**config.mk**
```make
export PLATFORM = sky130hd
export DESIGN_NAME = coefRegs
export DESIGN_NICKNAME = d
export VERILOG_FILES = /design/src/logic/dspPkg.sv /design/src/logic/busPkg.sv /design/src/logic/coefRegs.sv
export VERILOG_INCLUDE_DIRS = /design/src /design/src/logic
export SDC_FILE = /design/constraint.sdc
export NUM_CORES = 1
export LEC_CHECK = 0
export ABC_AREA = 1
export CAP_MARGIN = 30
export CORE_MARGIN = 2
export CORE_UTILIZATION = 45
export DETAILED_ROUTE_END_ITERATION = 16
export DONT_BUFFER_PORTS = 1
export HOLD_SLACK_MARGIN = 0.12
export PLACE_DENSITY = 0.59
export SLEW_MARGIN = 10
export SYNTH_ARGS = -nofsm -noshare
export SYNTH_HDL_FRONTEND = slang
export SYNTH_SLANG_ARGS = --single-unit
```
**constraint.sdc**
```tcl
create_clock -name clk -period 3.16 [get_ports clk]
set_clock_uncertainty 0.2 [all_clocks]
set_input_delay 0.316 -clock clk [delete_from_list [all_inputs] [get_ports clk]]
set_output_delay 0.316 -clock clk [all_outputs]
set_load 0.05 [all_outputs]
```
**src/logic/firFilter_settings.svh**
```systemverilog
`ifndef FIRFILTER_SETTINGS_SVH
`define FIRFILTER_SETTINGS_SVH

// filter geometry.
`define TAPS 8

// datapath widths.
`define SAMPLE_W 18
`define COEF_W 18
`define ACC_W 48

// wishbone bus widths.
`define WB_ADR_W 4
`define WB_DAT_W 32

// control word sits just above the coefficients.
`define CTRL_ADR 8

`endif

```
**src/logic/dspPkg.sv**
```systemverilog
`include "firFilter_settings.svh"

package dspPkg;

    // input and output samples.
    typedef logic signed [`SAMPLE_W-1:0] sample_t;

    // filter coefficient.
    typedef logic signed [`COEF_W-1:0] coef_t;

    // full precision accumulator.
    typedef logic signed [`ACC_W-1:0] acc_t;

    // output field position.
    typedef logic [4:0] shift_t;

endpackage

```
**src/logic/busPkg.sv**
```systemverilog
`include "firFilter_settings.svh"

package busPkg;

    import dspPkg::*;

    typedef logic [`WB_DAT_W-1:0] busWord_t;
    typedef logic [`WB_ADR_W-1:0] busAdr_t;

    // coefficient register layout.
    typedef struct packed {
        logic [`WB_DAT_W-`COEF_W-1:0] pad;
        coef_t                        value;
    } coefWord_t;

    // control register layout.
    typedef struct packed {
        logic [`WB_DAT_W-$bits(shift_t)-1:0] pad;
        shift_t                              value;
    } ctrlWord_t;

    // one bus word read as a coefficient or as the control word.
    typedef union packed {
        busWord_t  raw;
        coefWord_t coef;
        ctrlWord_t ctrl;
    } regWord_u;

endpackage

```
**src/logic/coefRegs.sv**
```systemverilog
`include "firFilter_settings.svh"

module coefRegs
    import dspPkg::*;
    import busPkg::*;
(
    input  logic     clk,
    input  logic     reset,
    input  logic     wbCyc,
    input  logic     wbStb,
    input  logic     wbWe,
    input  busAdr_t  wbAdr,
    input  busWord_t wbDatIn,
    output busWord_t wbDatOut,
    output logic     wbAck,
    output coef_t    coefs [`TAPS],
    output shift_t   shift
);

    localparam int idxW = $clog2(`TAPS);

    regWord_u          wrWord;
    regWord_u          rdWord;
    logic              access;
    logic              isCoef;
    logic              isCtrl;
    logic [idxW-1:0]   coefIdx;

    // ack follows one edge after a new access.
    assign access  = wbCyc && wbStb && !wbAck;
    assign isCoef  = (wbAdr < `TAPS);
    assign isCtrl  = (wbAdr == `CTRL_ADR);
    assign coefIdx = wbAdr[idxW-1:0];
    assign wrWord  = wbDatIn;

    always_ff @(posedge clk) begin
        if (reset) begin
            wbAck <= 1'b0;
        end else begin
            wbAck <= access;
        end
    end

    // writes land on the same edge that raises ack.
    always_ff @(posedge clk) begin
        if (reset) begin
            for (int i = 0; i < `TAPS; i++) begin
                coefs[i] <= '0;
            end
            shift <= 5'd2;
        end else if (access && wbWe) begin
            if (isCoef) begin
                coefs[coefIdx] <= wrWord.coef.value;
            end else if (isCtrl) begin
                shift <= wrWord.ctrl.value;
            end
        end
    end

    // unused addresses read zero.
    always_comb begin
        rdWord = '0;
        if (isCoef) begin
            rdWord.coef.value = coefs[coefIdx];
        end else if (isCtrl) begin
            rdWord.ctrl.value = shift;
        end
    end

    always_ff @(posedge clk) begin
        if (access) begin
            wbDatOut <= rdWord.raw;
        end
    end

endmodule

```
==> impl_metrics.csv <==
group,metric,value,unit
status,outcome,"complete, no violations",
clocking,ctsResizeCount,0,
yosys,synth-seq-area-share,43.0,%
clocking,cts.path.max_buffers,2,
yosys,synth_cell_types,21,
final_layout,nets,1321,
setup_path,path_class,"in -> reg",
routing,antenna_left,0,
setup_path,timing.rr.end,"wbDatOut[14]$_SDFFCE_PP0P_",
final_layout,n_antenna_cell,0,
grt,grt-ovfl-total,0,
power,p_leak,4.18,nW
final_layout,final_cells,1522,
placed_design,hpwl,18000,um
floorplanning,dieArea,19400,um^2
floorplanning,die_x,139,um
yosys,synth.area.mux_share,0,%
setup_path,worstPathArrival,2.83,ns
yosys,synth-compound-area-share,1.12,%
power,power.total,4.60,mW
final_layout,synthToLayoutAreaGrowth,10.4,%
job,cap_violations,0,
yosys,synthAdderAreaFrac,0,%
clocking,path_clk_slew,0.07,ns
sta,setup_violations,0,
clocking,cts_num_sinks,168,
sta,period_share,86.4,%
power,pwr-share-clk,43.3,%
grt,globalRouteTotalUtil,28.7,%
yosys,synth_simple_gate_area_share,49.5,%
sta,fin_setup_tns,0,ns
yosys,yosysTopAreaCellShare,36.4,%
power,internal_power,3.35,mW
power,ir_drop,378,uV
yosys,syn_area,8240,um^2
floorplanning,fp-row-count,49,
setup_path,worstRegToRegCells,8,
floorplanning,coreArea,18000,um^2
worst_hold_path,holdPathStages,4,
floorplanning,floorplan.initialDensity,45.9,%
grt,grt_pass1_vias,7164,
setup_path,start_kind,"primary input",
power,power_density,506,nW/um^2
sta,grt_setup_unrepaired,"false",
final_layout,finalCoreUtilization,50.6,%
sta,relSlewSlack,47.5,%
sta,hold_viol,0,
placed_design,place_ws,0.951,ns
power,p_sw,1.25,mW
setup_path,ff2ff_setup_slack,0.43,ns
sta,final_max_slew_viol_count,0,
yosys,postSynthCellCount,1298,
floorplanning,num_io_pins,223,
sta,fmax,366,MHz
sta,setup_ws,0.429,ns
yosys,synth_warnings,0,
yosys,synth_area_leaders,"dfxtp_1 36%, nand2_1 24%, nor2_1 14%, nand3_1 8.8%, edfxtp_1 6.6%",
placed_design,placedCellCount,1470,
clocking,cts_buffers,17,
grt,grt_max_degree,109,
clocking,cts_tree,"done",
setup_path,worst-path-max-fanout,75,
grt,grt_pass1_wl,43800,um
routing,vias,7998,
placed_design,gp_congestion,0.891,
routing,wl_per_cell,18.5,um
grt,antenna_found_initial,0,
routing,drc_errors,0,
power,pwr-share-comb,7.5,%
power,p_seq_share,49.1,%
placed_design,portBuffers,0,
clocking,clk_latency,0.43,ns
sta,post-route-min-period,2.73,ns
routing,drt_iter0_drc,643,
yosys,synth_top_family_by_area,"simple AND/OR/NAND/NOR gates",
clocking,cts_root_buf,"clkbuf_16",
clocking,cts_max_level,4,
final_layout,drive_above_1_share,5.65,%
worst_hold_path,hold_end,"coefs[65]$_SDFFE_PP0P_",
routing,dr.pass1.iters,5,
yosys,synth_xor_xnor_area_share,0,%
yosys,yosysTopAreaCell,"dfxtp_1",
yosys,ys_ff_latch,168,
routing,totalWireLength,28200,um
setup_path,regToRegStartpoint,"coefs[14]$_SDFFE_PP0P_",
sta,worst_pin_slew,0.787,ns
power,p_sw_share,27.2,%
worst_hold_path,hp-class,"in -> reg",
setup_path,crit_path_end_kind,"register",
floorplanning,die_height,139,um
worst_hold_path,min-delay-start,"wbDatIn[11]",
setup_path,crit_required,3.26,ns
yosys,avgSynthCellArea,6.35,um^2
routing,viasPerCell,5.25,
## final cells by class
cell class | count | area, um^2
well taps | 229 | 287
clock inverters | 13 | 104
repair buffers | 39 | 379
fillers | 1864 | 8870
inverters | 30 | 115
clock buffers | 19 | 443
flip-flops and latches | 168 | 3540
multi-input cells | 1024 | 4230
## stage by stage
step	hold slack (ns)	area [um^2]
4_1_cts	0.121	9080
3_3_place_gp	0.190	8340
6_report	0.140	9100
5_1_grt	0.141	9100
2_1_floorplan	0.188	8290
3_5_place_dp	0.191	8340
## cells in the mapped netlist
| cell type | number |
|---|---|
| inv_2 | 5 |
| buf_1 | 20 |
| o211ai_1 | 1 |
| nand2_2 | 1 |
| inv_1 | 22 |
| clkbuf_1 | 36 |
| a21oi_1 | 13 |
| conb_1 | 1 |
| nor2_2 | 3 |
| buf_2 | 18 |
| buf_4 | 15 |
| nor2_1 | 299 |
| nand3_1 | 145 |
| o21ai_0 | 4 |
| dfxtp_1 | 150 |
| edfxtp_1 | 18 |
| nor2_4 | 7 |
| nand4_4 | 1 |
| nand2_1 | 530 |
| clkinv_1 | 3 |
| nor3b_4 | 6 |
## placed cells by master (no fill, tap or decap), drive strengths merged
cell         instances
nand2              531
conb                14
nand4                1
nand3              145
dlygate4sd3         18
o21ai                4
o211ai               1
edfxtp              18
a21oi               13
bufinv               1
nor2               309
clkbuf              19
buf                 21
nor3b                6
clkinvlp             1
inv                 30
dfxtp              150
clkinv              11
## metal layers
layer | share of wire (%) | routed length [um] | global-route usage [%]
met2 | 43 | 12100 | 41.0
met3 | 9.9 | 2810 | 7.54
met1 | 46 | 12900 | 42.8
met5 | 0 | 0 | 0
met4 | 1.4 | 399 | 7.66
## worst max-delay path by stage
stage / slack [ns] / endpoint / start
detailed placement: 0.95 / coefs[61]$_SDFFE_PP0P_ / wbAck$_SDFF_PP0_
global placement: 0.98 / coefs[51]$_SDFFE_PP0P_ / wbAck$_SDFF_PP0_
floorplan: 1.14 / coefs[100]$_SDFFE_PP0P_ / wbAck$_SDFF_PP0_
finish: 0.43 / wbDatOut[14]$_SDFFCE_PP0P_ / wbAdr[0]
CTS: 0.47 / wbDatOut[14]$_SDFFCE_PP0P_ / coefs[14]$_SDFFE_PP0P_
global route: 0.30 / wbDatOut[14]$_SDFFCE_PP0P_ / coefs[14]$_SDFFE_PP0P_
## logic make-up (layout without fill, tap and decap cells)
logic type	after synthesis	in the layout
DFF	168	168
buffers and inverters	119	101
AOI/OAI and AO/OA	18	18
and+or+nand+nor	992	992
other	1	14
## worst max-delay path: stages
cell and delay [ns]:
inv_2 0.42, buf_4 0.34, nand2_1 0.07, nand2_1 0.10, nand2_1 0.06, nand2_1 0.12, nand2_1 0.07, dlygate4sd3_1 0.58
a21oi_1 0.13, dlygate4sd3_1 0.55
## registers in the layout, summed over array words and instances, names as in the netlist
name / cells
coefs: 144
wbDatOut: 18
shift: 5
wbAck: 1
## power groups by stage
stage	Sequential (mW)	Combinational, mW	Clock (mW)
floorplan	2.30	0.263	0
global route	2.26	0.375	2.11
detailed placement	2.31	0.307	0
global placement	2.31	0.305	0
finish	2.26	0.346	1.99
CTS	2.26	0.341	2.02
## repair_timing
item	CTS	global route
setup endpoints to repair	0	0
endpoints found under the hold margin	145	0
setup buffers	0	0
hold buffers	19	0
No activity file was read; power rests on OpenSTA's default activity.
