===== src/logic/firFilter_settings.svh =====
`ifndef FIRFILTER_SETTINGS_SVH
`define FIRFILTER_SETTINGS_SVH

// filter geometry.
`define TAPS 8

// datapath widths.
`define SAMPLE_W 18
`define COEF_W 18
`define ACC_W 48

// wishbone bus widths.
`define WB_ADR_W 4
`define WB_DAT_W 32

// control word sits just above the coefficients.
`define CTRL_ADR 8

`endif


===== src/logic/dspPkg.sv =====
`include "firFilter_settings.svh"

package dspPkg;

    // input and output samples.
    typedef logic signed [`SAMPLE_W-1:0] sample_t;

    // filter coefficient.
    typedef logic signed [`COEF_W-1:0] coef_t;

    // full precision accumulator.
    typedef logic signed [`ACC_W-1:0] acc_t;

    // output field position.
    typedef logic [4:0] shift_t;

endpackage


===== src/logic/accumToSample.sv =====
`include "firFilter_settings.svh"

module accumToSample
    import dspPkg::*;
(
    input  logic    clk,
    input  logic    reset,
    input  logic    evenValid,
    input  logic    oddValid,
    input  acc_t    evenSum,
    input  acc_t    oddSum,
    input  shift_t  shift,
    output sample_t sampleOut,
    output logic    outValid
);

    // symmetric limits of +/-131071.
    localparam sample_t posLimit = sample_t'((1 << (`SAMPLE_W - 1)) - 1);
    localparam sample_t negLimit = -posLimit;

    // field top sits this far above the shift.
    localparam int fieldTop = `SAMPLE_W - 3;

    acc_t               evenPart;
    acc_t               oddPart;
    acc_t               total;
    logic               totalValid;
    logic [`ACC_W+1:0]  padded;
    acc_t               upper;
    logic               overflow;
    sample_t            field;
    logic               satPos;
    logic               satNeg;
    logic               fieldValid;

    // idle partials contribute zero.
    assign evenPart = evenValid ? evenSum : '0;
    assign oddPart  = oddValid ? oddSum : '0;

    // stage 1 adds the partial sums.
    always_ff @(posedge clk) begin
        total <= evenPart + oddPart;
    end

    always_ff @(posedge clk) begin
        if (reset) begin
            totalValid <= 1'b0;
        end else begin
            totalValid <= evenValid;
        end
    end

    // two zero bits below the total cover shifts 0 and 1.
    assign padded = {total, 2'b00};

    // bits 47 down to shift+15 with the sign filled from above.
    assign upper = total >>> (int'(shift) + fieldTop);

    // not all copies of the sign bit.
    assign overflow = (upper != '0) && (upper != '1);

    // stage 2 extracts the field and flags overflow.
    always_ff @(posedge clk) begin
        field  <= padded[shift +: `SAMPLE_W];
        satPos <= overflow && !total[`ACC_W-1];
        satNeg <= overflow && total[`ACC_W-1];
    end

    always_ff @(posedge clk) begin
        if (reset) begin
            fieldValid <= 1'b0;
        end else begin
            fieldValid <= totalValid;
        end
    end

    // stage 3 selects the limit or the field.
    always_ff @(posedge clk) begin
        if (satPos) begin
            sampleOut <= posLimit;
        end else if (satNeg) begin
            sampleOut <= negLimit;
        end else begin
            sampleOut <= field;
        end
    end

    always_ff @(posedge clk) begin
        if (reset) begin
            outValid <= 1'b0;
        end else begin
            outValid <= fieldValid;
        end
    end

endmodule


===== config.mk =====
export PLATFORM = sky130hd
export DESIGN_NAME = accumToSample
export DESIGN_NICKNAME = d
export VERILOG_FILES = /design/src/logic/dspPkg.sv /design/src/logic/accumToSample.sv
export VERILOG_INCLUDE_DIRS = /design/src /design/src/logic
export SDC_FILE = /design/constraint.sdc
export NUM_CORES = 1
export LEC_CHECK = 0
export BUFFER_PORTS_ARGS = -buffer_cell sky130_fd_sc_hd__clkbuf_2
export CORE_MARGIN = 1
export CORE_UTILIZATION = 35
export CTS_CLUSTER_SIZE = 40
export DETAILED_ROUTE_END_ITERATION = 16
export PLACE_DENSITY_LB_ADDON = 0.1
export SETUP_SLACK_MARGIN = 0.1
export SLEW_MARGIN = 15
export SYNTH_ARGS = -nofsm -noshare
export SYNTH_HDL_FRONTEND = slang
export SYNTH_SLANG_ARGS = --single-unit

===== constraint.sdc =====
create_clock -name clk -period 6.07 [get_ports clk]
set_clock_uncertainty 0.2 [all_clocks]
set_input_delay 0 -clock clk [delete_from_list [all_inputs] [get_ports clk]]
set_output_delay 0 -clock clk [all_outputs]
set_load 0.01 [all_outputs]

==> flow_metrics.py, run 1 <==
metrics = {
    "outcome": {
        "outcome": "finished clean",
    },
    "placed_design": {
        "io_buffer_count": 123,
        "dpl_cell_area_um2": 11400,
        "placedCellCount": 1736,
        "dp_hpwl_um": 29200,
        "gp_congestion": 0.993,
    },
    "clock_tree": {
        "clock_sinks": 89,
        "cts_made_buffers": 9,
        "hold_buffers": 39,
        "ctsResizeCount": 0,
        "cts_tree": "built",
        "cts_buffer_depth": 2,
        "clkTransAtPathRegs_ns": 0.09,
        "htreeDepth": 3,
        "post-cts-setup-buffers": 0,
        "cts_root_buf": "clkbuf_16",
        "clock_latency_ns": 0.37,
    },
    "timing": {
        "worst_slew_pin_slew_ns": 1.21,
        "setup_viol": 0,
        "max_freq_ghz": 0.234,
        "period_minus_slack_ns": 4.27,
        "finalSetupTns_ns": 0,
        "slew_headroom_pct": 18.5,
        "final_max_slew_viol_count": 0,
        "finalHoldViolCount": 0,
        "fin_crit_sh_pct": 70.4,
        "rsz0062_at_grt": "no",
    },
    "worst_setup_path": {
        "setup.worst_path.start_class": "primary input",
        "endpoint_kind": "flop",
        "crit_fanout": 21,
        "critPathRequiredTime_ns": 6.15,
        "cp-startpoint": "shift[0]",
        "timing.rr.start": "total[35]",
        "critPathKind": "in -> reg",
        "cp.arrival_ns": 4.35,
    },
    "synth": {
        "synthMuxAreaShare_pct": 23.5,
        "synth_ff_type": "dfxtp_1",
        "ys_ff_latch": 89,
        "synth_top_family_by_area": "multiplexers",
        "synth_edf_count": 0,
        "synth_area_um2": 10600,
        "ys_types": 83,
        "synth-xor-area-share_pct": 4.23,
        "synth-warning-count": 0,
        "yosys.area_share.simple_pct": 21.8,
        "synth.avg_cell_area_um2": 8.16,
        "synth_nets": 1453,
        "yosysTopAreaCellShare_pct": 16.8,
        "synthCells": 1299,
        "synth.yosys.seq_area_share_pct": 16.8,
        "yosys.area_share.adder_pct": 5.86,
        "synth_area_leader_cell": "dfxtp_1",
        "synth-compound-area-share_pct": 22.7,
        "yosys-top-cells-area": "dfxtp_1 17%, mux4_2 12%, mux2i_1 7.6%, and2_1 5.9%, ha_1 5.7%",
        "postSynth.asyncResetShare_pct": 0,
    },
    "power": {
        "power.share.sequential_pct": 30.5,
        "comb_power_share_pct": 47.4,
        "sw_frac_of_total_pct": 42.8,
        "vdd_ir_drop_max_mv": 0.117,
        "p_int_uw": 1510,
        "power_switching_uw": 1130,
        "p_leak_uw": 0.00522,
        "power_density_nw_per_um2": 217,
        "clockPowerShare_pct": 22.1,
    },
    "floorplan": {
        "dieArea_um2": 31000,
        "initial_core_util_pct": 35.7,
        "core_um2": 29700,
        "fp.dieH_um": 176,
        "design.portCount": 124,
        "die_w_um": 176,
        "rows": 63,
    },
    "layout": {
        "num_antenna_cells": 0,
        "final_cell_area_um2": 12100,
        "drive_gt1_share_pct": 19.0,
        "final_cell_count_no_fill": 1791,
        "nets": 1550,
        "syn2layout_area_growth_pct": 14.6,
    },
    "routing": {
        "detail-route-antenna-nets": 0,
        "finalWirelength_um": 37500,
        "vias": 10504,
        "viasPerCell": 5.86,
        "wl_per_cell_um": 20.9,
        "dr.pass1.iters": 5,
        "drtIter0Drc": 852,
        "drc": 0,
    },
    "global_route": {
        "grt-ovfl-total": 0,
        "grt_pass1_wl_um": 58300,
        "antenna_found_initial": 0,
        "grt_usage_pct": 24.2,
        "grt_start_max_net_pins": 60,
        "grt_pass1_vias": 9879,
    },
    "job": {
        "cap_violations": 0,
    },
    "hold_path": {
        "hp-class": "in -> reg",
        "hp-start": "oddSum[41]",
    },
}
-- flip-flops by register name (all words and copies together), names as in the netlist --
register    flops
outValid        1
satNeg          1
sampleOut      18
total          48
field          18
totalValid      1
satPos          1
fieldValid      1
-- power groups by stage --
stage	logic (µW)	clock network [µW]	registers, µW
floorplan	852	0	759
global placement	1220	0	815
detailed placement	1200	0	815
CTS	1230	599	801
global route	1350	625	813
finish	1250	583	805
-- cell type report --
| cell class | instances | area [µm²] |
|---|---|---|
| clock inverter | 7 | 81.3 |
| multi-input combinational | 1090 | 8310 |
| clock buffer | 9 | 225 |
| inverter | 23 | 86.3 |
| sequential | 89 | 1780 |
| tap | 390 | 488 |
| timing repair buffer | 183 | 1170 |
| fill | 3035 | 17600 |
-- final timing paths --
kind                            cells after the start      endpoint  slack (ns)
worst max register to register                      9        satPos        2.34
worst min-delay path                                4     total[41]       0.005
worst min register to register                      1  sampleOut[0]        0.21
worst max-delay path                               11        satPos        1.80
-- per-layer routing --
layer	wire length [µm]	vias up	global-route usage, %
li1	-	5047	-
met1	17400	4952	33.8
met2	16600	425	37.5
met3	2210	80	3.62
met4	1240	0	9.20
met5	0	-	0
-- critical path, cell delays in order --
cell,delay [ns]
buf_4,0.20
o31ai_2,0.94
nand2_2,0.56
mux2_2,0.48
mux2i_1,0.35
a221oi_1,0.18
or4_1,0.53
or4_1,0.53
nor4_1,0.28
a41oi_1,0.09
and2_1,0.19
-- logic make-up (layout without fill, tap and decap cells) --
group           after synthesis  after routing
compound gates              368            368
xor+xnor                     49             49
fa+ha+maj                    49             49
buf+inv                     120            222
flops                        89             89
mux                         170            170
simple gates                454            454
-- synthesized netlist by cell type (all sizes together), types with 4 or more instances --
cell     count
mux4        59
or4          5
a221o        4
nand2b       8
a21boi       4
mux2i       80
or2          7
o31a         4
nor4         8
inv         21
xnor2       29
o211ai      29
a221oi      11
ha          48
xor2        20
a22oi        4
mux2        31
a31oi       13
a211o        5
clkbuf      74
dfxtp       89
nand3       35
a211oi      13
buf         23
nor2        75
nor3        14
a21oi       98
o22ai        8
nor4b        5
o31ai        5
a21o        44
and2       100
o21a         7
nor2b       15
o21bai      10
nand4       17
nand2      144
o2111ai      4
and3        10
o21ai       75
-- metrics by stage --
stage / hold slack, ns / worst slack [ns] / utilization, % / power, µW
floorplan: -0.128 / 0.957 / - / 1610
global placement: -0.00427 / 1.33 / 38.5 / 2040
detailed placement: 0.00463 / 1.43 / 38.5 / 2010
CTS: 0.00147 / 1.83 / 40.8 / 2630
global route: 0.0243 / 1.61 / 40.8 / 2790
finish: 0.00468 / 1.80 / 40.8 / 2640
-- cells in the final DEF, fill, tap and decap left out, drive strengths merged, types with 10 or more instances in the layout --
master / netlist / layout
o21bai: 10 / 10
nand2: 144 / 144
a21o: 44 / 44
a211oi: 13 / 13
a31oi: 13 / 13
nand4: 17 / 17
dlygate4sd3: 0 / 39
mux2i: 80 / 80
and2: 100 / 100
clkbuf: 74 / 131
xor2: 20 / 20
nand3: 35 / 35
o211ai: 29 / 29
mux4: 59 / 59
nor2: 75 / 75
a21oi: 98 / 98
and3: 10 / 10
ha: 48 / 48
mux2: 31 / 31
nor2b: 15 / 15
inv: 21 / 25
xnor2: 29 / 29
a221oi: 11 / 11
buf: 23 / 22
nor3: 14 / 14
dfxtp: 89 / 89
o21ai: 75 / 75
(Power assumes the default switching activity.)
==> inputs of run 2 (changes only) <==
Clock period 6.07 ns to 3.7 ns, I/O delays scaled along.
==> run 2 against run 1 <==
  * Non-clock buffer count rose by 74
  * Wire length rose by 7.4%
  * Clock power increased by 77%
  * Count of clock-buffer cells in the layout unchanged
  * Flip-flop and latch count unchanged
  * Sequential power is 64% higher
  * Critical path type unchanged
==> flow_metrics.py, run 2 (synthesis gave the netlist of run 1 again) <==
metrics = {
    "power": {
        "vdd_ir_drop_max_mv": 0.224,
        "power_density_nw_per_um2": 361,
        "p_leak_uw": 0.00562,
        "p_int_uw": 2730,
        "comb_power_share_pct": 49.1,
        "power_switching_uw": 1890,
        "power.share.sequential_pct": 28.6,
        "clockPowerShare_pct": 22.3,
        "total_power_uw": 4620,
        "sw_frac_of_total_pct": 40.9,
    },
    "layout": {
        "nets": 1624,
        "layout_common_cells": "143 x nand2_1, 122 x clkbuf_2, 104 x buf_4",
        "syn2layout_area_growth_pct": 21.0,
        "num_antenna_cells": 0,
        "fin_util_pct": 43.1,
        "biggestRegsByFlops": "total: 48 flops, field: 18 flops, sampleOut: 18 flops",
        "layout_commonest_cell": "nand2_1",
        "top_register": "total",
        "drive_gt1_share_pct": 24.9,
        "final_cell_count_no_fill": 1865,
        "largest_reg_flops": 48,
    },
    "clock_tree": {
        "clock_sinks": 89,
        "cts_buffer_depth": 2,
        "clkTransAtPathRegs_ns": 0.07,
        "cts_root_buf": "clkbuf_16",
        "clock_latency_ns": 0.35,
        "htreeDepth": 3,
        "cts_made_buffers": 9,
        "cts_tree": "built",
    },
    "hold_path": {
        "hp-class": "in -> reg",
        "holdPathStages": 4,
    },
    "timing": {
        "setup_viol": 0,
        "rsz0062_at_grt": "yes",
        "period_minus_slack_ns": 3.47,
        "finalSetupTns_ns": 0,
        "finalHoldViolCount": 0,
        "final_max_slew_viol_count": 0,
        "max_freq_ghz": 0.288,
        "slew_headroom_pct": 49.0,
        "fin_crit_sh_pct": 93.8,
        "worst_slew_pin_slew_ns": 0.765,
    },
    "worst_setup_path": {
        "crit_fanout": 28,
        "r2r_end": "satPos",
        "cp.arrival_ns": 3.52,
        "critPathRequiredTime_ns": 3.75,
        "critPathKind": "in -> reg",
        "setup.worst_path.start_class": "primary input",
        "reg2reg_slack_ns": 0.32,
        "endpoint": "satPos",
        "reg2regPathDepth": 9,
        "cp-startpoint": "shift[3]",
        "endpoint_kind": "flop",
        "timing.rr.start": "total[47]",
    },
    "floorplan": {
        "design.portCount": 124,
        "dieArea_um2": 31000,
        "rows": 63,
        "core_um2": 29700,
        "die_w_um": 176,
        "initial_core_util_pct": 35.7,
        "fp.dieH_um": 176,
    },
    "global_route": {
        "grt_pass1_vias": 10337,
        "antenna_found_initial": 0,
        "grt-ovfl-total": 0,
        "grt_pass1_wl_um": 62100,
        "grt_start_max_net_pins": 45,
        "grt_usage_pct": 26.2,
    },
    "routing": {
        "detail-route-antenna-nets": 0,
        "viasPerCell": 5.81,
        "vias": 10834,
        "drc": 0,
        "dr.pass1.iters": 7,
        "wl_per_cell_um": 21.6,
        "drtIter0Drc": 868,
        "finalWirelength_um": 40200,
    },
    "placed_design": {
        "dp_hpwl_um": 32800,
        "placedCellCount": 1820,
        "gp_congestion": 0.945,
        "io_buffer_count": 123,
    },
    "outcome": {
        "outcome": "finished clean",
    },
    "job": {
        "cap_violations": 0,
    },
}
[run 2: layout make-up]
type | count | area, µm²
clock buffer | 9 | 225
multi-input combinational | 1090 | 8370
clock inverter | 7 | 106
tap | 390 | 488
fill | 3068 | 16900
sequential | 89 | 1780
inverter | 23 | 98.8
timing repair buffer | 257 | 1750
[run 2: layer usage]
layer | global-route usage (%) | wire length [µm] | vias to the layer above
met3 | 4.31 | 2660 | 60
met5 | 0 | 0 | -
met2 | 41.3 | 18000 | 438
met4 | 9.28 | 1330 | 0
li1 | - | - | 5183
met1 | 36.0 | 18300 | 5153
[run 2: what timing repair did]
action | CTS | global route
hold endpoints to repair | 22 | 0
setup buffers | 0 | 3
resized for setup | 0 | 8
hold buffers | 26 | 0
endpoints found under the setup margin | 0 | 3
[run 2: worst min path at each step]
stage               startpoint    endpoint  slack [ns]
floorplan                reset  fieldValid       -0.13
global placement         reset  fieldValid      -0.003
detailed placement       reset  totalValid       0.003
CTS                 oddSum[40]   total[40]        0.01
global route        oddSum[40]   total[40]        0.04
finish              evenSum[6]    total[6]        0.01
[run 2: power groups by stage]
stage / Clock [µW] / Sequential [µW] / Combinational [µW]
after floorplan: 0 / 1250 / 1430
after global placement: 0 / 1330 / 2220
after detailed placement: 0 / 1340 / 2180
after CTS: 1070 / 1310 / 2220
after global routing: 1100 / 1340 / 2440
final: 1030 / 1320 / 2270
[run 2: critical path, cell delays in order]
cell and delay, ns:
dlygate4sd3_1 0.54, clkbuf_2 0.18, buf_12 0.20, o31a_1 0.22, nor2_4 0.10, buf_4 0.16
o21ai_0 0.35, buf_4 0.19, nor2_1 0.03, o21ai_0 0.27, nand3_1 0.12, a2111oi_0 0.43
nor4bb_1 0.28, buf_4 0.16, a41oi_1 0.12, and2_1 0.16
[run 2: per-stage QoR]
step                      area (µm²)  hold WS [ns]  setup WS (ns)
after floorplan                10800        -0.128        -0.0267
after global placement         12200      -0.00253        -0.0419
after detailed placement       12200       0.00347         0.0557
after CTS                      12800        0.0114          0.163
after global routing           12800        0.0380         0.0937
final                          12800        0.0141          0.229
==> inputs of run 3 (changes only) <==
Settings changed: BUFFER_PORTS_ARGS -buffer_cell sky130_fd_sc_hd__clkbuf_2 to unset, CAP_MARGIN set to 20, DONT_BUFFER_PORTS set to 1.
==> run 3 against run 2 <==
  * Utilization up 0.60 points
  * Register-to-register slack worse by 0.07 ns
  * Maximum frequency up 0.58%
  * Final cell count down 2.4%
  * Non-clock buffer count down 44
  * Sequential share of layout area down 0.19 points
  * Worst setup slack better by 0.020 ns
  * Via count up 0.23%
==> flow_metrics.py, run 3 (synthesis gave the netlist of run 1 again) <==
metrics = {
    "timing": {
        "finalHoldViolCount": 0,
        "setup_viol": 0,
        "rsz0062_at_grt": "yes",
        "fin_crit_sh_pct": 93.3,
        "slew_headroom_pct": 30.0,
        "period_minus_slack_ns": 3.45,
        "max_freq_ghz": 0.290,
        "worst_slew_pin_slew_ns": 1.04,
        "setup_ws_ns": 0.249,
        "final_max_slew_viol_count": 0,
    },
    "job": {
        "cap_violations": 0,
    },
    "floorplan": {
        "design.portCount": 124,
        "fp.dieH_um": 176,
        "rows": 63,
        "core_um2": 29700,
        "dieArea_um2": 31000,
        "initial_core_util_pct": 35.7,
        "die_w_um": 176,
    },
    "clock_tree": {
        "cts_made_buffers": 9,
        "clkTransAtPathRegs_ns": 0.07,
        "cts_buffer_depth": 2,
        "cts_root_buf": "clkbuf_16",
        "htreeDepth": 3,
        "clock_latency_ns": 0.36,
        "clock_sinks": 89,
        "cts_tree": "built",
    },
    "routing": {
        "drc": 0,
        "vias": 10859,
        "wl_per_cell_um": 21.9,
        "drtIter0Drc": 796,
        "detail-route-antenna-nets": 0,
        "viasPerCell": 5.96,
        "finalWirelength_um": 39800,
        "dr.pass1.iters": 5,
    },
    "power": {
        "vdd_ir_drop_max_mv": 0.179,
        "total_power_uw": 4540,
        "power_density_nw_per_um2": 349,
        "p_leak_uw": 0.00544,
    },
    "worst_setup_path": {
        "cp.arrival_ns": 3.51,
        "crit_fanout": 7,
        "crit_slowest_cell": "or4_1",
        "critPathKind": "reg -> reg",
        "max_stage_delay_ns": 0.56,
        "critPathRequiredTime_ns": 3.75,
        "endpoint_kind": "flop",
        "setup.worst_path.start_class": "flop",
        "crit_chain": "mux4_2, nor3_1, a21oi_1, mux2i_1, a221oi_1, or4_1, or4_1, nor4_1, a41oi_1, and2_1",
        "cpMostUsedCell": "or4_1",
    },
    "global_route": {
        "antenna_found_initial": 1,
        "grt_start_max_net_pins": 96,
        "grt_pass1_vias": 10230,
        "grt_pass1_wl_um": 60600,
        "grt_usage_pct": 25.6,
        "grt-ovfl-total": 0,
    },
    "hold_path": {
        "hp-class": "in -> reg",
    },
    "layout": {
        "layout_common_cells": "143 x nand2_1, 118 x dlygate4sd3_1, 100 x and2_1",
        "largest_reg_flops": 48,
        "drive_gt1_share_pct": 16.1,
        "nets": 1580,
        "n_fill_cell": 2927,
        "top_register": "total",
        "biggestRegsByFlops": "total: 48 flops, field: 18 flops, sampleOut: 18 flops",
        "num_antenna_cells": 0,
        "fin_util_pct": 43.7,
        "syn2layout_area_growth_pct": 22.7,
        "layout_commonest_cell": "nand2_1",
    },
    "placed_design": {
        "dpl_worst_slack_ns": -0.0440,
        "dp_hpwl_um": 29700,
        "gp_congestion": 0.948,
        "io_buffer_count": 0,
    },
    "outcome": {
        "outcome": "finished clean",
    },
}
[run 3: path summary, 6_finish.rpt]
check                               start           end  slack [ns]  cells past startpoint
worst max-delay path            total[22]        satNeg        0.25                     10
worst min-delay path            oddSum[3]      total[4]      0.0006                      5
worst max register to register  total[22]        satNeg        0.25                     10
worst min register to register   field[0]  sampleOut[0]        0.22                      1
[run 3: power by group]
part,total [µW],switching (µW),leakage [µW],internal [µW]
logic,2230,1160,0.00455,1060
clock network,971,435,0.000148,536
registers,1340,222,0.000748,1120
[run 3: repair_timing]
| item | CTS | global route |
|---|---|---|
| hold endpoints to repair | 69 | 0 |
| gates resized for setup | 0 | 10 |
| setup buffers | 0 | 1 |
| hold buffers | 122 | 0 |
| setup endpoints to repair | 0 | 8 |
[run 3: layout make-up]
cell class,count,area (µm²),area share [%]
inverters,23,98.8,0.760
repair buffers,213,1960,15.1
multi-input cells,1090,8370,64.4
well taps,390,488,3.75
clock inverters,7,81.3,0.626
clock buffers,9,225,1.73
flip-flops and latches,89,1780,13.7
[run 3: through the flow]
step / cell area, µm² / TNS [ns] / hold slack [ns] / std cells
floorplan: 10800 / -0.0533 / -0.128 / 1299
global placement: 11400 / -0.490 / -0.127 / 1682
detailed placement: 11400 / -0.0861 / -0.127 / 1682
CTS: 13000 / 0 / 0.000166 / 1820
global route: 13000 / 0 / 0.0403 / 1821
finish: 13000 / 0 / 0.000648 / 1821
[run 3: per-layer routing]
| layer | routed length [µm] | global-route usage [%] | vias to the layer above | share of wire (%) |
|---|---|---|---|---|
| met4 | 1340 | 8.80 | 2 | 3.4 |
| met3 | 2630 | 3.81 | 93 | 6.6 |
| met5 | 18 | 0 | - | 0.045 |
| li1 | - | - | 5103 | - |
| met1 | 18000 | 35.1 | 5196 | 45 |
| met2 | 17800 | 40.6 | 465 | 45 |
[run 3: critical path, delay by kind of cell (launching register included)]
kind	cells	cell delay (ns)
AND/OR/NAND/NOR	5	1.51
multiplexers	2	0.83
flip-flops	1	0.41
AO/OA/AOI/OAI	3	0.39
