<file path="config.mk">
export PLATFORM = sky130hd
export DESIGN_NAME = sampleWindow
export DESIGN_NICKNAME = d
export VERILOG_FILES = /design/src/logic/dspPkg.sv /design/src/logic/sampleWindow.sv
export VERILOG_INCLUDE_DIRS = /design/src /design/src/logic
export SDC_FILE = /design/constraint.sdc
export NUM_CORES = 1
export LEC_CHECK = 0
export BUFFER_PORTS_ARGS = -buffer_cell sky130_fd_sc_hd__clkbuf_2
export CAP_MARGIN = 20
export CORE_UTILIZATION = 45
export DETAILED_ROUTE_END_ITERATION = 10
export MAX_ROUTING_LAYER = met4
export PLACE_DENSITY = 0.78
export SYNTH_ARGS = -nofsm -noshare
export SYNTH_HDL_FRONTEND = slang
export SYNTH_SLANG_ARGS = --single-unit
</file>
<file path="constraint.sdc">
create_clock -name clk -period 2.77 [get_ports clk]
set_input_delay 0.554 -clock clk [delete_from_list [all_inputs] [get_ports clk]]
set_output_delay 0.554 -clock clk [all_outputs]
set_load 0.01 [all_outputs]
</file>
<file path="src/logic/firFilter_settings.svh">
`ifndef FIRFILTER_SETTINGS_SVH
`define FIRFILTER_SETTINGS_SVH

// filter geometry.
`define TAPS 8

// datapath widths.
`define SAMPLE_W 18
`define COEF_W 18
`define ACC_W 48

// wishbone bus widths.
`define WB_ADR_W 4
`define WB_DAT_W 32

// control word sits just above the coefficients.
`define CTRL_ADR 8

`endif

</file>
<file path="src/logic/dspPkg.sv">
`include "firFilter_settings.svh"

package dspPkg;

    // input and output samples.
    typedef logic signed [`SAMPLE_W-1:0] sample_t;

    // filter coefficient.
    typedef logic signed [`COEF_W-1:0] coef_t;

    // full precision accumulator.
    typedef logic signed [`ACC_W-1:0] acc_t;

    // output field position.
    typedef logic [4:0] shift_t;

endpackage

</file>
<file path="src/logic/sampleWindow.sv">
`include "firFilter_settings.svh"

module sampleWindow
    import dspPkg::*;
(
    input  logic    clk,
    input  logic    reset,
    input  logic    sampleValid,
    input  sample_t sampleIn,
    output sample_t window [`TAPS],
    output logic    windowValid
);

    // position 0 holds the newest sample.
    always_ff @(posedge clk) begin
        if (reset) begin
            for (int i = 0; i < `TAPS; i++) begin
                window[i] <= '0;
            end
        end else if (sampleValid) begin
            window[0] <= sampleIn;
            for (int i = 1; i < `TAPS; i++) begin
                window[i] <= window[i-1];
            end
        end
    end

    always_ff @(posedge clk) begin
        if (reset) begin
            windowValid <= 1'b0;
        end else begin
            windowValid <= sampleValid;
        end
    end

endmodule

</file>
==> results of run 1 <==
## state kept, by name, indices dropped and copies added, names as in the netlist
name and cells:
windowValid 1, window 144
## final timing paths
kind / endpoint / slack (ns) / cells past startpoint
setup / recovery: window[79] / 1.22 / 1
hold / removal: window[143] / 0.39 / 3
setup reg to reg: window[64] / 2.09 / 2
hold reg to reg: window[2] / 0.49 / 2
## kinds of logic after synthesis
group                  after synthesis  share of synthesized area (%)
flip-flops                         145                           56.9
AND/OR/NAND/NOR                    145                           10.7
multiplexers                       144                           28.2
buffers and inverters               32                           4.14
## layer usage
layer / vias to the layer above / global-route usage (%)
li1: 1862 / -
met1: 1752 / 19.8
met2: 113 / 29.0
met3: 15 / 7.05
met4: 0 / 8.30
met5: - / -
## layout make-up
class / count / area, um^2 / area share, %
Clock inverter: 5 / 75.1 / 1.14
Multi-Input combinational cell: 289 / 1990 / 30.2
Clock buffer: 27 / 503 / 7.65
Sequential cell: 145 / 2900 / 44.1
Timing Repair Buffer: 171 / 932 / 14.2
Tap cell: 140 / 175 / 2.66
## placed cells by master, fill, tap and decap left out
cell,count
clkinv_2,3
clkbuf_1,6
bufinv_16,2
nor2b_1,1
buf_12,4
clkbuf_16,17
clkbuf_2,163
clkbuf_8,5
buf_4,3
nor2_1,144
dfxtp_1,145
mux2i_1,144
## power groups by stage
stage,Clock [mW],Sequential (mW),Combinational (mW)
after floorplan,0,2.20,0.165
after global placement,0,2.19,0.237
after detailed placement,0,2.19,0.242
after CTS,2.25,2.15,0.244
after global routing,2.33,2.15,0.261
final,2.19,2.15,0.240
## per-stage QoR
step | std cells | util, % | setup slack (ns) | instance area [um^2]
global route | 777 | 60.1 | 1.18 | 6580
floorplan | 466 | - | 1.42 | 5100
global placement | 745 | 54.9 | 1.10 | 6000
finish | 777 | 60.1 | 1.22 | 6580
CTS | 777 | 60.1 | 1.19 | 6580
detailed placement | 745 | 54.9 | 1.07 | 6000
## cells in the mapped netlist, drive strengths merged
library cell and n:
buf 23, nor2b 1, mux2i 144, dfxtp 145
clkbuf 9, nor2 144
==> insert_results.sql, run 1 <==
INSERT INTO impl_metrics (metric_group, metric, value, unit) VALUES
('worst_setup_path', 'crit_buf_inv', '1', ''),
('worst_setup_path', 'critical_path.reg2reg.startpoint', 'window[82]', ''),
('timing', 'rsz0062_at_grt', 'false', ''),
('power_and_ir_drop', 'combPwrFrac', '5.2', '%'),
('floorplanning', 'fp.dieArea', '11800', 'um^2'),
('global_routing', 'overflow', '0', ''),
('status', 'outcome', 'complete, no violations', ''),
('worst_setup_path', 'worst-endpoint-arrival', '1.00', 'ns'),
('synthesis', 'syn_nets', '487', ''),
('power_and_ir_drop', 'power.net_switching', '0.934', 'mW'),
('place', 'gp_congestion', '0.713', ''),
('floorplanning', 'floorplan.core_area', '10900', 'um^2'),
('routing', 'dr.first_iter.drc_count', '131', ''),
('cts', 'clock_latency', '0.40', 'ns'),
('power_and_ir_drop', 'power.static_leakage', '3.32', 'nW'),
('routing', 'via_count', '3742', ''),
('job', 'maxCapViolations', '0', ''),
('timing', 'slew_headroom', '70.5', '%'),
('cts', 'htree_levels', '4', ''),
('routing', 'met2WireLength', '5120', 'um'),
('global_routing', 'grt_max_degree', '72', ''),
('cts', 'cts-buffers-inserted', '17', ''),
('worst_hold_path', 'hold_class', 'primary input to register', ''),
('timing', 'fin_tns_setup', '0', 'ns'),
('routing', 'firstDrtPassIters', '4', ''),
('power_and_ir_drop', 'power.ir.vdd_worst', '0.000418', 'V'),
('routing', 'routed_wl', '10600', 'um'),
('global_routing', 'first_global_vias', '3420', ''),
('synthesis', 'postSynthAreaPerCell', '10.9', 'um^2'),
('worst_setup_path', 'crit_required', '2.22', 'ns'),
('floorplanning', 'floorplan.initialDensity', '46.7', '%'),
('synthesis', 'netlist.area_leader.share', '56.9', '%'),
('global_routing', 'grt_first_pass_wirelength', '16000', 'um'),
('worst_setup_path', 'crit_path_cell_trace', 'clkbuf_2', ''),
('floorplanning', 'rows', '38', ''),
('worst_setup_path', 'timing.critical_path.from', 'window[79]', ''),
('routing', 'routed.top_layer', 'met4', ''),
('timing', 'fin_crit_sh', '55.9', '%'),
('worst_setup_path', 'timing_worst_setup_path_type', 'register to output pin', ''),
('worst_setup_path', 'cp-end-kind', 'output pin', ''),
('routing', 'via_to_cell_ratio', '4.82', ''),
('synthesis', 'synth_top_cells_by_area', 'dfxtp_1 (57%), mux2i_1 (28%), nor2_1 (11%)', ''),
('cts', 'clk_buf_depth', '2', ''),
('synthesis', 'ys_ff_latch', '145', ''),
('synthesis', 'ys.warnings.count', '0', ''),
('cts', 'clock_sink_count', '145', ''),
('finish', 'fillCellCount', '950', ''),
('timing', 'max_frequency', '645', 'MHz'),
('worst_setup_path', 'worst-path-max-fanout', '3', ''),
('timing', 'timing.hold.ws', '0.387', 'ns'),
('place', 'place.detailed.hpwl', '7390', 'um'),
('power_and_ir_drop', 'pwr-share-clk', '47.9', '%'),
('finish', 'num_antenna_cells', '0', ''),
('synthesis', 'synth_top_cell_by_area', 'dfxtp_1', ''),
('finish', 'drive_above_1_share', '30.9', '%'),
('cts', 'cts_root_buf', 'clkbuf_16', ''),
('cts', 'postCtsSetupBuffers', '0', ''),
('timing', 'hold_viol_final', '0', ''),
('finish', 'finish.net_count', '645', ''),
('synthesis', 'netlist-cell-type-count', '8', ''),
('timing', 'final_max_slew_viol_count', '0', ''),
('synthesis', 'yosysSeqAreaShare', '56.9', '%'),
('worst_hold_path', 'hold_path_startpoint', 'sampleIn[17]', ''),
('worst_setup_path', 'path_delay_family', 'flip-flops', ''),
('routing', 'route.met3.wl', '810', 'um'),
('timing', 'final-setup-viol-count', '0', ''),
('power_and_ir_drop', 'switch_share', '20.4', '%'),
('floorplanning', 'dieHeight', '108', 'um'),
('power_and_ir_drop', 'power', '4.58', 'mW'),
('floorplanning', 'top_level_ports', '166', ''),
('floorplanning', 'die_w', '108', 'um');
No activity file was read; power rests on OpenSTA's default activity.
==> run 2: changes to the inputs <==
- ABC_AREA: not set -> 1
- PLACE_DENSITY: 0.78 -> 0.79
- clock period: 2.77 -> 1.35 ns (I/O delays scaled with it)
==> run 2 against run 1 <==
Effect of this change: worst hold slack worse by 0.33 ns; register-to-register slack lost 1.4 ns; global-route usage is 2.0 points higher; critical path depth did not move; highest routed layer unchanged.
==> insert_results.sql, run 2 <==
INSERT INTO impl_metrics (metric_group, metric, value, unit) VALUES
('power_and_ir_drop', 'powerDensity', '1420', 'nW/um^2'),
('worst_setup_path', 'timing_worst_setup_path_type', 'register to output pin', ''),
('synthesis', 'postSynthCellCount', '915', ''),
('finish', 'multi_input_comb_area', '2170', 'um^2'),
('synthesis', 'synth_top_cells_by_area', 'dfxtp_1 (49%), nor2_1 (18%), nand2_1 (18%)', ''),
('worst_setup_path', 'cp-end-kind', 'output pin', ''),
('worst_setup_path', 'crit_buf_inv', '1', ''),
('timing', 'clock-skew-final', '0.0107', 'ns'),
('place', 'place.detailed.instances', '1221', ''),
('synthesis', 'syn_nets', '936', ''),
('floorplanning', 'rows', '41', ''),
('finish', 'fillCellCount', '1254', ''),
('cts', 'clock_sink_count', '145', ''),
('job', 'maxCapViolations', '0', ''),
('synthesis', 'synth_common_cells', 'nor2_1 (289), nand2_1 (288), dfxtp_1 (145), inv_1 (145), buf_4 (18)', ''),
('floorplanning', 'floorplan.core_area', '12700', 'um^2'),
('cts', 'clk_buf_depth', '2', ''),
('timing', 'timing.hold.ws', '0.0570', 'ns'),
('synthesis', 'syn-cell-area', '5940', 'um^2'),
('global_routing', 'grt_max_degree', '50', ''),
('synthesis', 'synth-main-ff-cell', 'dfxtp_1', ''),
('synthesis', 'synth_top_cell_by_area', 'dfxtp_1', ''),
('global_routing', 'globalRouteTotalUtil', '20.1', '%'),
('worst_setup_path', 'timing.critical_path.from', 'window[19]', ''),
('global_routing', 'first_global_vias', '4461', ''),
('timing', 'worst_tran_pin_value', '0.258', 'ns'),
('global_routing', 'grt_first_pass_wirelength', '20500', 'um'),
('worst_setup_path', 'path_depth', '1', ''),
('floorplanning', 'fp.dieArea', '13700', 'um^2'),
('routing', 'firstDrtPassIters', '4', ''),
('worst_setup_path', 'worst-endpoint-arrival', '0.98', 'ns'),
('place', 'place.port_buffers', '165', ''),
('worst_setup_path', 'crit_required', '1.08', 'ns'),
('timing', 'fin_tns_setup', '0', 'ns'),
('routing', 'wire_per_inst', '10.3', 'um'),
('worst_setup_path', 'path_depth_of_the_worst_reg2reg_path', '4', ''),
('timing', 'hold_viol_final', '0', ''),
('timing', 'final_max_slew_viol_count', '0', ''),
('finish', 'mostFrequentLayoutCells', 'nor2_1 (289), nand2_1 (288), clkbuf_2 (164), inv_1 (145), dfxtp_1 (145)', ''),
('synthesis', 'yosysSeqAreaShare', '48.9', '%'),
('timing', 'period_minus_slack', '1.25', 'ns'),
('place', 'gp_congestion', '0.774', ''),
('worst_setup_path', 'crit_path_start_kind', 'register', ''),
('synthesis', 'synth_compound_gate_area_share', '0', '%'),
('routing', 'route.antenna.remaining_nets', '0', ''),
('worst_hold_path', 'hold_class', 'primary input to register', ''),
('global_routing', 'overflow', '0', ''),
('synthesis', 'ys_ff_latch', '145', ''),
('cts', 'cts.repair.resized', '0', ''),
('finish', 'drive_above_1_share', '19.3', '%'),
('place', 'place.detailed.hpwl', '8950', 'um'),
('routing', 'dr.first_iter.drc_count', '332', ''),
('worst_setup_path', 'crit_path_cell_trace', 'clkbuf_2', ''),
('worst_setup_path', 'critical_path.reg2reg.startpoint', 'window[122]', ''),
('finish', 'utilization', '58.5', '%'),
('global_routing', 'number_of_antenna_violations_at_the_first_check_in_global_routing', '0', ''),
('floorplanning', 'dieHeight', '117', 'um'),
('synthesis', 'postSynthAreaPerCell', '6.49', 'um^2'),
('floorplanning', 'top_level_ports', '166', ''),
('finish', 'max_flop_register', 'window', ''),
('timing', 'slew_headroom', '82.8', '%'),
('floorplanning', 'die_w', '117', 'um'),
('routing', 'drc', '0', ''),
('synthesis', 'yosys.area_share.xor_xnor', '0', '%'),
('worst_setup_path', 'worst-path-max-fanout', '3', ''),
('synthesis', 'synth_top_family_by_area', 'simple AND/OR/NAND/NOR gates', ''),
('synthesis', 'yosys.area_share.simple', '36.5', '%'),
('timing', 'fin_crit_sh', '92.7', '%'),
('worst_hold_path', 'min_path_cells', '2', ''),
('finish', 'largest_register_ffs', '144', ''),
('synthesis', 'synth-async-reset-ratio', '0', '%'),
('synthesis', 'post_synthesis_mux_area_share', '0', '%'),
('synthesis', 'netlist.area_leader.share', '48.9', '%'),
('cts', 'postCtsSetupBuffers', '0', ''),
('cts', 'clk_pin_slew_worst_paths', '0.05', 'ns'),
('routing', 'routed_wl', '12900', 'um'),
('synthesis', 'yosys.area_share.adder', '0', '%'),
('power_and_ir_drop', 'power.ir.vdd_worst', '0.000834', 'V'),
('cts', 'cts_root_buf', 'clkbuf_16', ''),
('timing', 'rsz0062_at_grt', 'false', ''),
('worst_hold_path', 'hold_path_startpoint', 'reset', ''),
('worst_setup_path', 'max_stage_delay', '0.40', 'ns'),
('cts', 'clock_latency', '0.42', 'ns'),
('worst_setup_path', 'crit_slowest_cell', 'dfxtp_1', ''),
('cts', 'cts-buffers-inserted', '17', ''),
('finish', 'regArea', '2900', 'um^2'),
('finish', 'leading_registers_by_flop_count', 'window x144, windowValid x1', ''),
('cts', 'htree_levels', '4', ''),
('synthesis', 'yosys.cell_count.top_type', 'nor2_1', ''),
('routing', 'via_count', '5322', ''),
('finish', 'most_common_cell_after_layout_fill_and_taps_aside', 'nor2_1', ''),
('finish', 'num_antenna_cells', '0', ''),
('finish', 'finish.net_count', '1089', ''),
('synthesis', 'synth-edff-count', '0', ''),
('synthesis', 'ys.warnings.count', '0', ''),
('routing', 'via_to_cell_ratio', '4.26', ''),
('cts', 'cts_tree', 'done', ''),
('timing', 'final-setup-viol-count', '0', ''),
('synthesis', 'netlist-cell-type-count', '10', ''),
('timing', 'max_frequency', '799', 'MHz'),
('floorplanning', 'floorplan.initialDensity', '46.7', '%'),
('power_and_ir_drop', 'power.static_leakage', '4.10', 'nW'),
('cts', 'number_of_hold_buffers_added_after_cts', '0', ''),
('status', 'outcome', 'complete, no violations', ''),
('finish', 'final_cells', '1250', ''),
('finish', 'area_growth_syn_to_layout', '25.3', '%'),
('worst_setup_path', 'path_delay_family', 'flip-flops', '');
run 2: cell count changes after synthesis, sizes merged:
| cell | before | now |
|---|---|---|
| buf | 23 | 41 |
| clkbuf | 9 | 6 |
| inv | 0 | 146 |
| mux2i | 144 | 0 |
| nand2 | 0 | 288 |
| nor2 | 144 | 289 |
| nor2b | 1 | 0 |
run 2: layer usage:
metal / vias to the layer above / track usage [%] / part of all wire, %
li1: 2891 / - / -
met1: 2266 / 23.9 / 47
met2: 144 / 31.0 / 45
met3: 21 / 6.59 / 7.1
met4: 0 / 8.95 / 1.7
met5: - / - / 0
run 2: where the power goes:
| group | leakage (nW) | internal [mW] | switching (mW) |
|---|---|---|---|
| registers | 1.20 | 4.57 | 0.213 |
| logic | 2.63 | 0.525 | 0.784 |
| clock network | 0.275 | 2.82 | 1.65 |
run 2: final timing paths:
path | endpoint | slack (ns)
setup / recovery | window[19] | 0.1
hold reg to reg | window[1] | 0.47
setup reg to reg | window[104] | 0.64
hold / removal | windowValid | 0.06
run 2: worst register-to-register path: cells and delay by family, from the launching register on:
family / cells / cell delay (ns)
AND/OR/NAND/NOR: 3 / 0.22
flip-flops: 1 / 0.36
buffers and inverters: 1 / 0.05
run 2: area by class of cell:
type | instances | area share (%)
Tap cell | 172 | 2.89
Sequential cell | 145 | 39.0
Timing Repair Buffer | 181 | 14.0
Multi-Input combinational cell | 577 | 29.1
Clock inverter | 6 | 1.11
Inverter | 146 | 7.40
Clock buffer | 23 | 6.43
run 2: stage by stage:
step | instance area [um^2] | worst slack, ns | total power [mW]
global placement | 6880 | 0.255 | 6.15
detailed placement | 6880 | 0.226 | 6.19
global route | 7440 | 0.0498 | 11.1
floorplan | 5940 | 0.382 | 5.71
finish | 7440 | 0.0990 | 10.6
CTS | 7440 | 0.0740 | 10.7
run 2: kinds of logic (layout without fill, tap and decap cells):
group | count (synthesis) | in the layout
simple gates | 577 | 577
buf+inv | 193 | 356
flops | 145 | 145
==> run 3: changes to the inputs <==
--- a/config.mk
+++ b/config.mk
@@ -12,2 +12,3 @@
 export CORE_UTILIZATION = 45
+export CTS_BUF_LIST = sky130_fd_sc_hd__clkbuf_8
 export DETAILED_ROUTE_END_ITERATION = 10
==> constraint.sdc (replaced) <==
create_clock -name clk -period 1.35 [get_ports clk]
set_input_delay 0.0675 -clock clk [delete_from_list [all_inputs] [get_ports clk]]
set_output_delay 0.0675 -clock clk [all_outputs]
set_load 0.01 [all_outputs]
==> run 3 against run 2 <==
Effect of this change: maximum frequency increased by 18%; worst hold slack improved by 0.0035 ns; setup slack improved by 0.19 ns; die area unchanged; clock skew down 0.0013 ns; sequential power about the same; combinational power grew 3%; largest power group unchanged.
==> insert_results.sql, run 3 (synthesized netlist as in run 2, its figures left out) <==
INSERT INTO impl_metrics (metric_group, metric, value, unit) VALUES
('status', 'outcome', 'complete, no violations', ''),
('worst_hold_path', 'min_path_cells', '3', ''),
('power_and_ir_drop', 'power.ir.vdd_worst', '0.000680', 'V'),
('finish', 'num_antenna_cells', '0', ''),
('routing', 'via_count', '5358', ''),
('cts', 'clock_sink_count', '145', ''),
('power_and_ir_drop', 'power', '9.55', 'mW'),
('power_and_ir_drop', 'power.static_leakage', '4.09', 'nW'),
('floorplanning', 'die_w', '117', 'um'),
('timing', 'slew_headroom', '75.5', '%'),
('global_routing', 'overflow', '0', ''),
('cts', 'cts_tree', 'done', ''),
('routing', 'wire_per_inst', '10.1', 'um'),
('worst_hold_path', 'hold_class', 'primary input to register', ''),
('finish', 'drive_above_1_share', '19.4', '%'),
('worst_setup_path', 'worst-endpoint-arrival', '1.43', 'ns'),
('job', 'maxCapViolations', '0', ''),
('routing', 'routed_wl', '12800', 'um'),
('worst_setup_path', 'timing.critical_path.from', 'reset', ''),
('global_routing', 'first_global_vias', '4615', ''),
('finish', 'max_flop_register', 'window', ''),
('power_and_ir_drop', 'powerDensity', '1280', 'nW/um^2'),
('timing', 'final_max_slew_viol_count', '0', ''),
('routing', 'via_to_cell_ratio', '4.22', ''),
('timing', 'max_frequency', '942', 'MHz'),
('finish', 'area_growth_syn_to_layout', '25.8', '%'),
('timing', 'fin_tns_setup', '0', 'ns'),
('cts', 'clock_latency', '0.43', 'ns'),
('finish', 'mostFrequentLayoutCells', 'nor2_1 (289), nand2_1 (288), clkbuf_2 (164), inv_1 (145), dfxtp_1 (145)', ''),
('routing', 'dr.first_iter.drc_count', '251', ''),
('place', 'placement.cell_area', '6880', 'um^2'),
('finish', 'design_area', '7470', 'um^2'),
('cts', 'htree_levels', '4', ''),
('global_routing', 'number_of_antenna_violations_at_the_first_check_in_global_routing', '0', ''),
('finish', 'fillCellCount', '1275', ''),
('global_routing', 'grt_max_degree', '54', ''),
('global_routing', 'globalRouteTotalUtil', '19.8', '%'),
('floorplanning', 'dieHeight', '117', 'um'),
('finish', 'regArea', '2900', 'um^2'),
('place', 'place.port_buffers', '165', ''),
('finish', 'multi_input_comb_area', '2170', 'um^2'),
('routing', 'drc', '0', ''),
('timing', 'period_minus_slack', '1.06', 'ns'),
('timing', 'fin_crit_sh', '78.7', '%'),
('cts', 'clk_pin_slew_worst_paths', '0.08', 'ns'),
('place', 'gp_congestion', '0.786', ''),
('worst_setup_path', 'crit_path_start_kind', 'primary input', ''),
('worst_setup_path', 'worst-path-max-fanout', '49', ''),
('floorplanning', 'rows', '41', ''),
('floorplanning', 'floorplan.initialDensity', '46.7', '%'),
('finish', 'leading_registers_by_flop_count', 'window x144, windowValid x1', ''),
('worst_setup_path', 'worst-r2r-setup-slack', '0.65', 'ns'),
('cts', 'cts-buffers-inserted', '17', ''),
('worst_hold_path', 'hold_path_startpoint', 'sampleValid', ''),
('finish', 'most_common_cell_after_layout_fill_and_taps_aside', 'nor2_1', ''),
('finish', 'largest_register_ffs', '144', ''),
('timing', 'timing.hold.ws', '0.0605', 'ns'),
('finish', 'finish.net_count', '1108', ''),
('worst_setup_path', 'timing_worst_setup_path_type', 'primary input to register', ''),
('floorplanning', 'top_level_ports', '166', ''),
('routing', 'firstDrtPassIters', '4', ''),
('worst_setup_path', 'path_depth_of_the_worst_reg2reg_path', '4', ''),
('place', 'place.detailed.hpwl', '8690', 'um'),
('worst_setup_path', 'critical_path.reg2reg.startpoint', 'window[36]', ''),
('floorplanning', 'fp.dieArea', '13700', 'um^2'),
('floorplanning', 'floorplan.core_area', '12700', 'um^2'),
('worst_setup_path', 'crit_required', '1.72', 'ns'),
('timing', 'hold_viol_final', '0', ''),
('routing', 'route.antenna.remaining_nets', '0', ''),
('global_routing', 'grt_first_pass_wirelength', '20400', 'um'),
('worst_setup_path', 'reg2reg_to', 'window[18]', ''),
('timing', 'clock-skew-final', '0.00947', 'ns'),
('worst_setup_path', 'cp-end-kind', 'register', ''),
('timing', 'final-setup-viol-count', '0', ''),
('worst_hold_path', 'hold_end', 'window[100]', ''),
('timing', 'worst_tran_pin_value', '0.368', 'ns'),
('cts', 'clk_buf_depth', '2', ''),
('cts', 'cts_root_buf', 'clkbuf_8', ''),
('timing', 'rsz0062_at_grt', 'false', '');
[run 3: cell count changes in the layout (fill, tap and decap cells not counted)]
| cell | previous run | this run |
|---|---|---|
| clkbuf_16 | 17 | 0 |
| clkinv_4 | 0 | 2 |
| bufinv_16 | 2 | 3 |
| dlygate4sd3_1 | 0 | 19 |
| clkbuf_8 | 3 | 17 |
| clkinvlp_4 | 1 | 6 |
| clkbuf_1 | 3 | 0 |
[run 3: metrics by stage]
stage          utilization, %  worst slack, ns  cells
3_3_place_gp             54.1            0.413   1221
4_1_cts                  58.7            0.237   1271
3_5_place_dp             54.1            0.397   1221
6_report                 58.7            0.288   1271
2_1_floorplan               -            0.584    915
5_1_grt                  58.7            0.187   1271
[run 3: worst max path at each step]
| stage | to | depth (start not counted) |
|---|---|---|
| 2_1_floorplan | window[100] | 5 |
| 3_3_place_gp | window[58] | 5 |
| 3_5_place_dp | window[55] | 5 |
| 4_1_cts | window[39] | 1 |
| 5_1_grt | window[133] | 6 |
| 6_report | window[55] | 6 |
[run 3: final cells by class]
cell class	instances	area share [%]
flip-flops and latches	145	38.9
multi-input cells	577	29.0
repair buffers	200	16.5
inverters	146	7.37
clock buffers	17	3.13
well taps	172	2.88
clock inverters	14	2.24
[run 3: metal layers]
layer	vias to the layer above	wire length [um]	GRT usage, %
li1	2922	-	-
met1	2276	6100	23.2
met2	151	5650	31.6
met3	9	925	6.85
met4	0	117	6.75
met5	-	0	-
[run 3: worst max-delay path, cell delays in order]
cell           delay, ns
dlygate4sd3_1       0.53
clkbuf_2            0.13
inv_4               0.23
buf_12              0.27
nand2_1             0.08
nor2_1              0.10
[run 3: timing repair]
action / CTS / global route
hold buffers: 19 / 0
gates resized for setup: 0 / 0
endpoints found under the hold margin: 19 / 0
buffers inserted: 0 / 0
[run 3: report_power, final]
group	switching [mW]	leakage [nW]	internal (mW)
logic	0.791	2.71	0.561
registers	0.209	1.20	4.56
clock network	1.62	0.185	1.81
